File: src/alu_unit_pkg.sv
`default_nettype none

package alu_unit_pkg;

    localparam int DATA_W = 8;
    localparam int ADDR_W = 3;

    // word addresses on the bus
    localparam logic [ADDR_W-1:0] ADDR_ACC     = 3'd0;
    localparam logic [ADDR_W-1:0] ADDR_OPERAND = 3'd1;
    localparam logic [ADDR_W-1:0] ADDR_STATUS  = 3'd2;
    localparam logic [ADDR_W-1:0] ADDR_OPCODE  = 3'd3; // write only

    // 6502 status layout
    localparam int FLAG_C = 0;
    localparam int FLAG_Z = 1;
    localparam int FLAG_D = 3;
    localparam int FLAG_V = 6;
    localparam int FLAG_N = 7;

    // bits that exist in the status byte
    localparam logic [DATA_W-1:0] STATUS_MASK = 8'b1100_1011;

    typedef enum logic [2:0] {
        OP_ADC = 3'd0,
        OP_SBC = 3'd1,
        OP_AND = 3'd2,
        OP_ORA = 3'd3,
        OP_EOR = 3'd4,
        OP_LSR = 3'd5,
        OP_ROR = 3'd6,
        OP_CMP = 3'd7
    } alu_op_e;

    typedef enum logic [1:0] {
        ST_IDLE = 2'd0,
        ST_EXEC = 2'd1,
        ST_ACK  = 2'd2
    } seq_state_e;

endpackage

`default_nettype wire

File: src/alu_ctrl_if.sv
`timescale 1ns/100ps
`default_nettype none

interface alu_ctrl_if;
    import alu_unit_pkg::*;

    logic ldb_db;                  // operand on b
    logic ldb_inv_db;              // inverted operand on b
    logic lda_sb;                  // accumulator on a
    logic e_sum;
    logic e_and;
    logic e_eor;
    logic e_or;
    logic e_shiftr;
    logic enable_dec;              // bcd add/subtract
    logic subtracting;
    logic carry_in;
    alu_op_e op;                   // latched opcode
    logic flag_we;                 // write-back strobe

    logic [DATA_W-1:0] alu_out;
    logic carry_out;
    logic overflow;

    modport seq (
        output ldb_db, ldb_inv_db, lda_sb,
        output e_sum, e_and, e_eor, e_or, e_shiftr,
        output enable_dec, subtracting, carry_in,
        output op, flag_we
    );

    modport alu (
        input  ldb_db, ldb_inv_db, lda_sb,
        input  e_sum, e_and, e_eor, e_or, e_shiftr,
        input  enable_dec, subtracting, carry_in,
        output alu_out, carry_out, overflow
    );

    modport flags (
        input op, flag_we, alu_out, carry_out, overflow
    );

endinterface

`default_nettype wire

File: src/alu.sv
`timescale 1ns/100ps
`default_nettype none

module alu (
    input  logic [alu_unit_pkg::DATA_W-1:0] DB_input,
    input  logic [alu_unit_pkg::DATA_W-1:0] SB_input,
    alu_ctrl_if.alu                         ctrl
);
    import alu_unit_pkg::*;

    logic [DATA_W-1:0] a;
    logic [DATA_W-1:0] b;
    logic [DATA_W:0]   bin_sum;        // includes carry out
    logic              dec_mode;

    logic [4:0]        lo_raw;
    logic [4:0]        hi_raw;
    logic [3:0]        lo_adj;
    logic [3:0]        hi_adj;
    logic              half_carry;
    logic              dec_carry;

    // operand select, true operand wins over inverted
    always_comb begin
        a = '0;
        b = '0;
        if (ctrl.ldb_inv_db) begin
            b = ~DB_input;
        end
        if (ctrl.ldb_db) begin
            b = DB_input;
        end
        if (ctrl.lda_sb) begin
            a = SB_input;
        end
    end

    assign bin_sum  = {1'b0, a} + {1'b0, b} + {{DATA_W{1'b0}}, ctrl.carry_in};
    assign dec_mode = ctrl.enable_dec & ctrl.e_sum;

    // signed overflow, undefined in decimal so forced low
    assign ctrl.overflow = (a[7] ^ bin_sum[7]) & (b[7] ^ bin_sum[7]) & ~dec_mode;

    // Decimal correction per nibble. For subtract, b already holds the
    // inverted operand, so a missing nibble carry means a borrow and the
    // digit is pulled back by 6.
    always_comb begin
        lo_raw     = {1'b0, a[3:0]} + {1'b0, b[3:0]} + {4'd0, ctrl.carry_in};
        lo_adj     = lo_raw[3:0];
        half_carry = lo_raw[4];
        if (!ctrl.subtracting) begin
            if (lo_raw > 5'd9) begin
                lo_adj     = lo_raw[3:0] + 4'd6;  // skip a..f
                half_carry = 1'b1;
            end
        end else if (!lo_raw[4]) begin
            lo_adj = lo_raw[3:0] - 4'd6;          // borrow from low digit
        end

        hi_raw    = {1'b0, a[7:4]} + {1'b0, b[7:4]} + {4'd0, half_carry};
        hi_adj    = hi_raw[3:0];
        dec_carry = hi_raw[4];
        if (!ctrl.subtracting) begin
            if (hi_raw > 5'd9) begin
                hi_adj    = hi_raw[3:0] + 4'd6;
                dec_carry = 1'b1;
            end
        end else if (!hi_raw[4]) begin
            hi_adj = hi_raw[3:0] - 4'd6;
        end
    end

    // function select
    always_comb begin
        ctrl.alu_out   = '0;
        ctrl.carry_out = 1'b0;
        if (ctrl.e_sum) begin
            if (dec_mode) begin
                ctrl.alu_out   = {hi_adj, lo_adj};
                ctrl.carry_out = dec_carry;
            end else begin
                ctrl.alu_out   = bin_sum[DATA_W-1:0];
                ctrl.carry_out = bin_sum[DATA_W];
            end
        end else if (ctrl.e_and) begin
            ctrl.alu_out = a & b;
        end else if (ctrl.e_eor) begin
            ctrl.alu_out = a ^ b;
        end else if (ctrl.e_or) begin
            ctrl.alu_out = a | b;
        end else if (ctrl.e_shiftr) begin
            {ctrl.alu_out, ctrl.carry_out} = {ctrl.carry_in, a}; // rotate through carry_in
        end
    end

endmodule

`default_nettype wire

File: src/alu_sequencer.sv
`timescale 1ns/100ps
`default_nettype none

module alu_sequencer (
    input  logic                            clk,
    input  logic                            rst_n,
    input  logic                            cyc,
    input  logic                            stb,
    input  logic                            we,
    input  logic [alu_unit_pkg::ADDR_W-1:0] adr,
    input  logic [alu_unit_pkg::DATA_W-1:0] dat_w,
    output logic [alu_unit_pkg::DATA_W-1:0] dat_r,
    output logic                            ack,
    input  logic [alu_unit_pkg::DATA_W-1:0] acc,
    input  logic [alu_unit_pkg::DATA_W-1:0] operand,
    input  logic [alu_unit_pkg::DATA_W-1:0] status,
    output logic                            acc_we_host,
    output logic                            operand_we_host,
    output logic                            status_we_host,
    output logic                            acc_we_alu,
    alu_ctrl_if.seq                         ctrl
);
    import alu_unit_pkg::*;

    seq_state_e state;
    alu_op_e    op_q;
    logic       access;        // new bus cycle seen in idle
    logic       host_write;
    logic       opcode_write;

    assign access       = (state == ST_IDLE) && cyc && stb;
    assign host_write   = access && we;
    assign opcode_write = host_write && (adr == ADDR_OPCODE);

    always_ff @(posedge clk) begin
        if (!rst_n) begin
            state <= ST_IDLE;
            op_q  <= OP_ADC;
        end else begin
            case (state)
                ST_IDLE: begin
                    if (opcode_write) begin
                        op_q  <= alu_op_e'(dat_w[2:0]);
                        state <= ST_EXEC;
                    end else if (access) begin
                        state <= ST_ACK;         // plain register access
                    end
                end
                ST_EXEC: state <= ST_ACK;        // result written this edge
                ST_ACK:  state <= ST_IDLE;
                default: state <= ST_IDLE;
            endcase
        end
    end

    assign ack = (state == ST_ACK);

    // host strobes land on the edge that leaves idle
    assign acc_we_host     = host_write && (adr == ADDR_ACC);
    assign operand_we_host = host_write && (adr == ADDR_OPERAND);
    assign status_we_host  = host_write && (adr == ADDR_STATUS);

    // write-back strobes, cmp only touches the flags
    assign ctrl.flag_we = (state == ST_EXEC);
    assign acc_we_alu   = (state == ST_EXEC) && (op_q != OP_CMP);
    assign ctrl.op      = op_q;

    always_comb begin
        case (adr)
            ADDR_ACC:     dat_r = acc;
            ADDR_OPERAND: dat_r = operand;
            ADDR_STATUS:  dat_r = status;
            default:      dat_r = '0;        // opcode and unused slots
        endcase
    end

    // opcode to alu controls
    always_comb begin
        ctrl.ldb_db      = 1'b0;
        ctrl.ldb_inv_db  = 1'b0;
        ctrl.lda_sb      = 1'b1;        // a is always the accumulator
        ctrl.e_sum       = 1'b0;
        ctrl.e_and       = 1'b0;
        ctrl.e_eor       = 1'b0;
        ctrl.e_or        = 1'b0;
        ctrl.e_shiftr    = 1'b0;
        ctrl.enable_dec  = 1'b0;
        ctrl.subtracting = 1'b0;
        ctrl.carry_in    = 1'b0;
        case (op_q)
            OP_ADC: begin
                ctrl.ldb_db     = 1'b1;
                ctrl.e_sum      = 1'b1;
                ctrl.enable_dec = status[FLAG_D];
                ctrl.carry_in   = status[FLAG_C];
            end
            OP_SBC: begin
                ctrl.ldb_inv_db  = 1'b1;
                ctrl.e_sum       = 1'b1;
                ctrl.subtracting = 1'b1;
                ctrl.enable_dec  = status[FLAG_D];
                ctrl.carry_in    = status[FLAG_C];
            end
            OP_CMP: begin
                ctrl.ldb_inv_db  = 1'b1;
                ctrl.e_sum       = 1'b1;
                ctrl.subtracting = 1'b1;
                ctrl.carry_in    = 1'b1;   // always binary, no borrow in
            end
            OP_AND: begin
                ctrl.ldb_db = 1'b1;
                ctrl.e_and  = 1'b1;
            end
            OP_ORA: begin
                ctrl.ldb_db = 1'b1;
                ctrl.e_or   = 1'b1;
            end
            OP_EOR: begin
                ctrl.ldb_db = 1'b1;
                ctrl.e_eor  = 1'b1;
            end
            OP_LSR: ctrl.e_shiftr = 1'b1;  // zero into bit 7
            OP_ROR: begin
                ctrl.e_shiftr = 1'b1;
                ctrl.carry_in = status[FLAG_C];
            end
            default: ;
        endcase
    end

endmodule

`default_nettype wire

File: src/alu_unit_top.sv
`timescale 1ns/100ps
`default_nettype none

module alu_unit_top (
    input  logic                            clk,
    input  logic                            rst_n,
    input  logic                            cyc,
    input  logic                            stb,
    input  logic                            we,
    input  logic [alu_unit_pkg::ADDR_W-1:0] adr,
    input  logic [alu_unit_pkg::DATA_W-1:0] dat_w,
    output logic [alu_unit_pkg::DATA_W-1:0] dat_r,
    output logic                            ack
);
    import alu_unit_pkg::*;

    logic [DATA_W-1:0] acc;
    logic [DATA_W-1:0] operand;
    logic [DATA_W-1:0] status;
    logic              acc_we_host;
    logic              operand_we_host;
    logic              status_we_host;
    logic              acc_we_alu;

    alu_ctrl_if ctrl ();

    alu_sequencer u_seq (
        .clk             (clk),
        .rst_n           (rst_n),
        .cyc             (cyc),
        .stb             (stb),
        .we              (we),
        .adr             (adr),
        .dat_w           (dat_w),
        .dat_r           (dat_r),
        .ack             (ack),
        .acc             (acc),
        .operand         (operand),
        .status          (status),
        .acc_we_host     (acc_we_host),
        .operand_we_host (operand_we_host),
        .status_we_host  (status_we_host),
        .acc_we_alu      (acc_we_alu),
        .ctrl            (ctrl.seq)
    );

    operand_regs u_regs (
        .clk             (clk),
        .rst_n           (rst_n),
        .dat_w           (dat_w),
        .acc_we_host     (acc_we_host),
        .operand_we_host (operand_we_host),
        .acc_we_alu      (acc_we_alu),
        .alu_out         (ctrl.alu_out),
        .acc             (acc),
        .operand         (operand)
    );

    alu u_alu (
        .DB_input (operand),
        .SB_input (acc),
        .ctrl     (ctrl.alu)
    );

    status_flags u_flags (
        .clk            (clk),
        .rst_n          (rst_n),
        .dat_w          (dat_w),
        .status_we_host (status_we_host),
        .ctrl           (ctrl.flags),
        .status         (status)
    );

endmodule

`default_nettype wire

File: src/operand_regs.sv
`timescale 1ns/100ps
`default_nettype none

module operand_regs (
    input  logic                            clk,
    input  logic                            rst_n,
    input  logic [alu_unit_pkg::DATA_W-1:0] dat_w,
    input  logic                            acc_we_host,
    input  logic                            operand_we_host,
    input  logic                            acc_we_alu,
    input  logic [alu_unit_pkg::DATA_W-1:0] alu_out,
    output logic [alu_unit_pkg::DATA_W-1:0] acc,
    output logic [alu_unit_pkg::DATA_W-1:0] operand
);
    import alu_unit_pkg::*;

    logic [DATA_W-1:0] acc_q;
    logic [DATA_W-1:0] operand_q;

    // accumulator, alu write-back before host
    always_ff @(posedge clk) begin
        if (!rst_n) begin
            acc_q <= '0;
        end else if (acc_we_alu) begin
            acc_q <= alu_out;
        end else if (acc_we_host) begin
            acc_q <= dat_w;
        end
    end

    // operand, host only
    always_ff @(posedge clk) begin
        if (!rst_n) begin
            operand_q <= '0;
        end else if (operand_we_host) begin
            operand_q <= dat_w;
        end
    end

    assign acc     = acc_q;        // feeds sb
    assign operand = operand_q;    // feeds db

endmodule

`default_nettype wire

File: src/status_flags.sv
`timescale 1ns/100ps
`default_nettype none

module status_flags (
    input  logic                            clk,
    input  logic                            rst_n,
    input  logic [alu_unit_pkg::DATA_W-1:0] dat_w,
    input  logic                            status_we_host,
    alu_ctrl_if.flags                       ctrl,
    output logic [alu_unit_pkg::DATA_W-1:0] status
);
    import alu_unit_pkg::*;

    logic upd_c;
    logic upd_v;

    // which opcodes touch c and v
    always_comb begin
        upd_c = 1'b0;
        upd_v = 1'b0;
        case (ctrl.op)
            OP_ADC, OP_SBC: begin
                upd_c = 1'b1;
                upd_v = 1'b1;
            end
            OP_CMP, OP_LSR, OP_ROR: upd_c = 1'b1;
            default: ;
        endcase
    end

    always_ff @(posedge clk) begin
        if (!rst_n) begin
            status <= '0;
        end else if (ctrl.flag_we) begin
            status[FLAG_N] <= ctrl.alu_out[DATA_W-1];
            status[FLAG_Z] <= (ctrl.alu_out == '0);
            if (upd_c) begin
                status[FLAG_C] <= ctrl.carry_out;
            end
            if (upd_v) begin
                status[FLAG_V] <= ctrl.overflow;
            end
        end else if (status_we_host) begin
            status <= dat_w & STATUS_MASK;   // reserved bits held at 0
        end
    end

endmodule

`default_nettype wire

File: config.mk
export PLATFORM = sky130hd
export DESIGN_NAME = alu_unit_top
export DESIGN_NICKNAME = d
export VERILOG_FILES = /design/src/alu_unit_pkg.sv /design/src/alu_ctrl_if.sv /design/src/alu.sv /design/src/alu_sequencer.sv /design/src/alu_unit_top.sv /design/src/operand_regs.sv /design/src/status_flags.sv
export SDC_FILE = /design/constraint.sdc
export NUM_CORES = 1
export LEC_CHECK = 0
export ABC_AREA = 1
export BUFFER_PORTS_ARGS = -buffer_cell sky130_fd_sc_hd__buf_2
export CAP_MARGIN = 20
export CORE_UTILIZATION = 40
export DETAILED_ROUTE_END_ITERATION = 16
export PLACE_DENSITY_LB_ADDON = 0.12
export SETUP_SLACK_MARGIN = 0.4
export SYNTH_ARGS = -nofsm -noshare
export SYNTH_HDL_FRONTEND = slang
export SYNTH_SLANG_ARGS = --single-unit
File: constraint.sdc
create_clock -name clk -period 5.6 [get_ports clk]
set_input_delay 1.12 -clock clk [delete_from_list [all_inputs] [get_ports clk]]
set_output_delay 1.12 -clock clk [all_outputs]
set_load 0.02 [all_outputs]
==> impl_results.md <==
- Routed length per instance: around 15 µm
- PwrDens: around 120 nW/µm²
- Slowest CP cell: fa_2
- Largest net degree at the start of global routing: 18
- Register-to-Register Path Depth: 38
- Post-synthesis mux area share: 0%
- WP data required: about 5800 ps
- Hold buffer count at cts: 0
- Iteration-0 DRC Markers: 181
- Die area: between 7000 and 8000 µm²
- Ant. Diodes: 0
- Minimum clock period after layout: between 4000 and 5000 ps
- Insertion delay of the later-clocked pin in the worst-skew pair: between 200 and 300 ps
- Critical R2R Capture: u_flags.status[1]
- Number of I/O pins: 25
- Highest clock rate: between 200 and 250 MHz
- Fraction of registers with async set/reset: 0%
- First-pass GRT wire length: roughly 13000 µm
- CTS tree: built
- Compound-Gate Fraction of Synth Area: 22.4%
- RSZ-0062 raised after global routing: no
- Total core area: 6460 µm²
- Dominant cell by count in the synthesized netlist: nand2_1
- Die H: between 80 and 90 µm
- Share of layout cells above drive strength 1: between 10% and 20%
- Max Buffers Root-to-Sink: 2
- Vias/cell: approximately 5.4
- Routed wire length: ~8000 µm
- Design Area, Final: ~3100 µm²
- Critical path class: register to register
- Post-synthesis simple-gate area fraction: about a third
- #FFs+latches synth: 26
- Filler instances: about 700
- Max transition margin: 38.2%
- # setup viols final: 0
- Post-Synth Adder-Cell Area: between 10% and 20%
- CP endpoint: u_flags.status[1]
- Synthesized area: between 2000 and 3000 µm²
- Placed Cells: approximately 540
- Slew @ Worst Pin: around 920 ps
- Number of enable flip-flop cells after synthesis: 0
- Clock sink count: 26
- Max-cap violation count: 0
- Crit-path max FO: 6
- Fin Setup TNS: 0 ps
- Mapped Cells: 450
- Yosys top cell by area: dfxtp_1
- Total gr overflow: 0
- FP Rows: 29
- Via count: 3006
- Root Driver: clkbuf_8
- Synth top area share: a little under a fifth
- Final Non-Filler Cells: approximately 550
- Number of buffers created by CTS: 3
- Reg area: ~530 µm²
- Final HPWL DP: about 6400 µm
- VDD IR max: about 0.13 mV
- R2R Setup Slk: between 600 and 700 ps
- First-pass DRT Iterations: 5
- Setup crit end kind: register
- H-Tree Depth: 1
- ANT nets after route: 0
- Leakage: approximately 1.5 nW
- Worst EP arrival: about 5200 ps
- CP Launch Type: register
- Slew Limit Fails: 0
- Main combinational cell family by area after synthesis: simple AND/OR/NAND/NOR gates
- Clk slew on worst S/H paths: 90 ps
- Final Core Density: between 40% and 50%
- Initial Utilization: between 40% and 50%
- Multi-input logic area: 1980 µm²
- Synth cell count leaders: nand2_1, inv_1, nor2_1
- DRC Markers: 0
- Post-Route Skew: ~4 ps
- Syn nets: 492
- Worst reg2reg startpoint: u_seq.ctrl.op[2]
- XOR/XNOR Fraction of Synth Area: 0%
- Vias in the first global route: 2832
- Port Buffers: 24
- Worst Setup SP: u_seq.ctrl.op[2]
- Placed Area: 2890 µm²
- Synth warn: 0
- Distinct cell type count after synthesis: 36
- Status: finished, final reports clean
- Total track usage: roughly 23%
- Final cycle utilization of the critical path: ~90%
- Total power: 0.000362 W
- Syn avg cell area: just over 6 µm²
- Most used flip-flop cell after synthesis: dfxtp_1
- CP max stage delay: around 490 ps
- Synth-to-Final Area Change: 14.6%
- Nets: ~520
- HP Class: register to register
- Register area share after synthesis: 19.1%
- Initial antenna violation count: 0
- Gpl congestion: between 0.8 and 0.9
- Most area-consuming cells after synthesis: dfxtp_1, nand2_1, ha_1
- Final Hold Viols: 0
- DIE WIDTH: roughly 84 µm
routing by layer:
layer,wire [µm],track usage [%],vias to the layer above
li1,-,-,1536
met1,3800,30.3,1357
met2,3760,40.5,100
met3,352,1.57,13
met4,127,5.55,0
met5,0,0,-
flip-flops by register name, summed over array words and instances (netlist names):
signal and count:
u_flags.status 5, u_regs.operand 8, u_seq.ctrl.op 3, u_regs.acc 8
u_seq.state 2
area by class of cell:
class	instances	area share [%]
Tap cell	77	3.09
Inverter	75	9.28
Timing Repair Buffer	32	5.78
Multi-Input combinational cell	341	63.6
Clock buffer	3	1.33
Sequential cell	26	16.9
placed cells by master (no fill, tap or decap), drive strengths merged, types with 6 or more instances in the layout:
| cell | netlist | layout |
|---|---|---|
| dfxtp | 26 | 26 |
| nand3 | 36 | 36 |
| buf | 4 | 32 |
| nand2 | 119 | 119 |
| ha | 22 | 22 |
| nor2 | 49 | 49 |
| o21ai | 29 | 29 |
| o22ai | 6 | 6 |
| o211ai | 7 | 7 |
| a21oi | 41 | 41 |
| inv | 75 | 74 |
per-stage QoR:
step	hold WS, ps	setup slack, ps
floorplan	462	735
global placement	479	329
detailed placement	484	194
CTS	498	406
global route	520	356
finish	499	610
worst max-delay path, delay by kind of cell, from the launching register on:
family | cells | cell delay (ps)
flops | 1 | 380
compound gates | 5 | 410
simple gates | 21 | 1650
fa+ha+maj | 6 | 2080
buf+inv | 6 | 410
worst min-delay path by stage:
stage | start | endpoint | cells after the start
3_5_place_dp | u_regs.acc[3] | u_regs.acc[3] | 2
4_1_cts | u_regs.acc[3] | u_regs.acc[3] | 2
5_1_grt | u_regs.acc[3] | u_regs.acc[3] | 2
3_3_place_gp | u_regs.acc[3] | u_regs.acc[3] | 2
6_report | u_regs.acc[3] | u_regs.acc[3] | 2
2_1_floorplan | u_regs.acc[1] | u_regs.acc[1] | 2
where the power goes:
part           internal (W)  switching, W  leakage [nW]
logic             0.0000235     0.0000435          1.32
clock network     0.0000482     0.0000580        0.0216
registers          0.000186    0.00000275         0.212
logic make-up after synthesis:
group	after synthesis
simple gates	212
compound gates	103
flops	26
fa+ha+maj	26
buf+inv	83
timing repair:
| action | 4_1_cts | 5_1_grt |
|---|---|---|
| pin swaps | 1 | 17 |
| endpoints found under the hold margin | 0 | 0 |
| setup endpoints to repair | 5 | 6 |
| gates resized for setup | 4 | 42 |
| setup buffers | 1 | 7 |
Power figures use the tool's default switching activity.
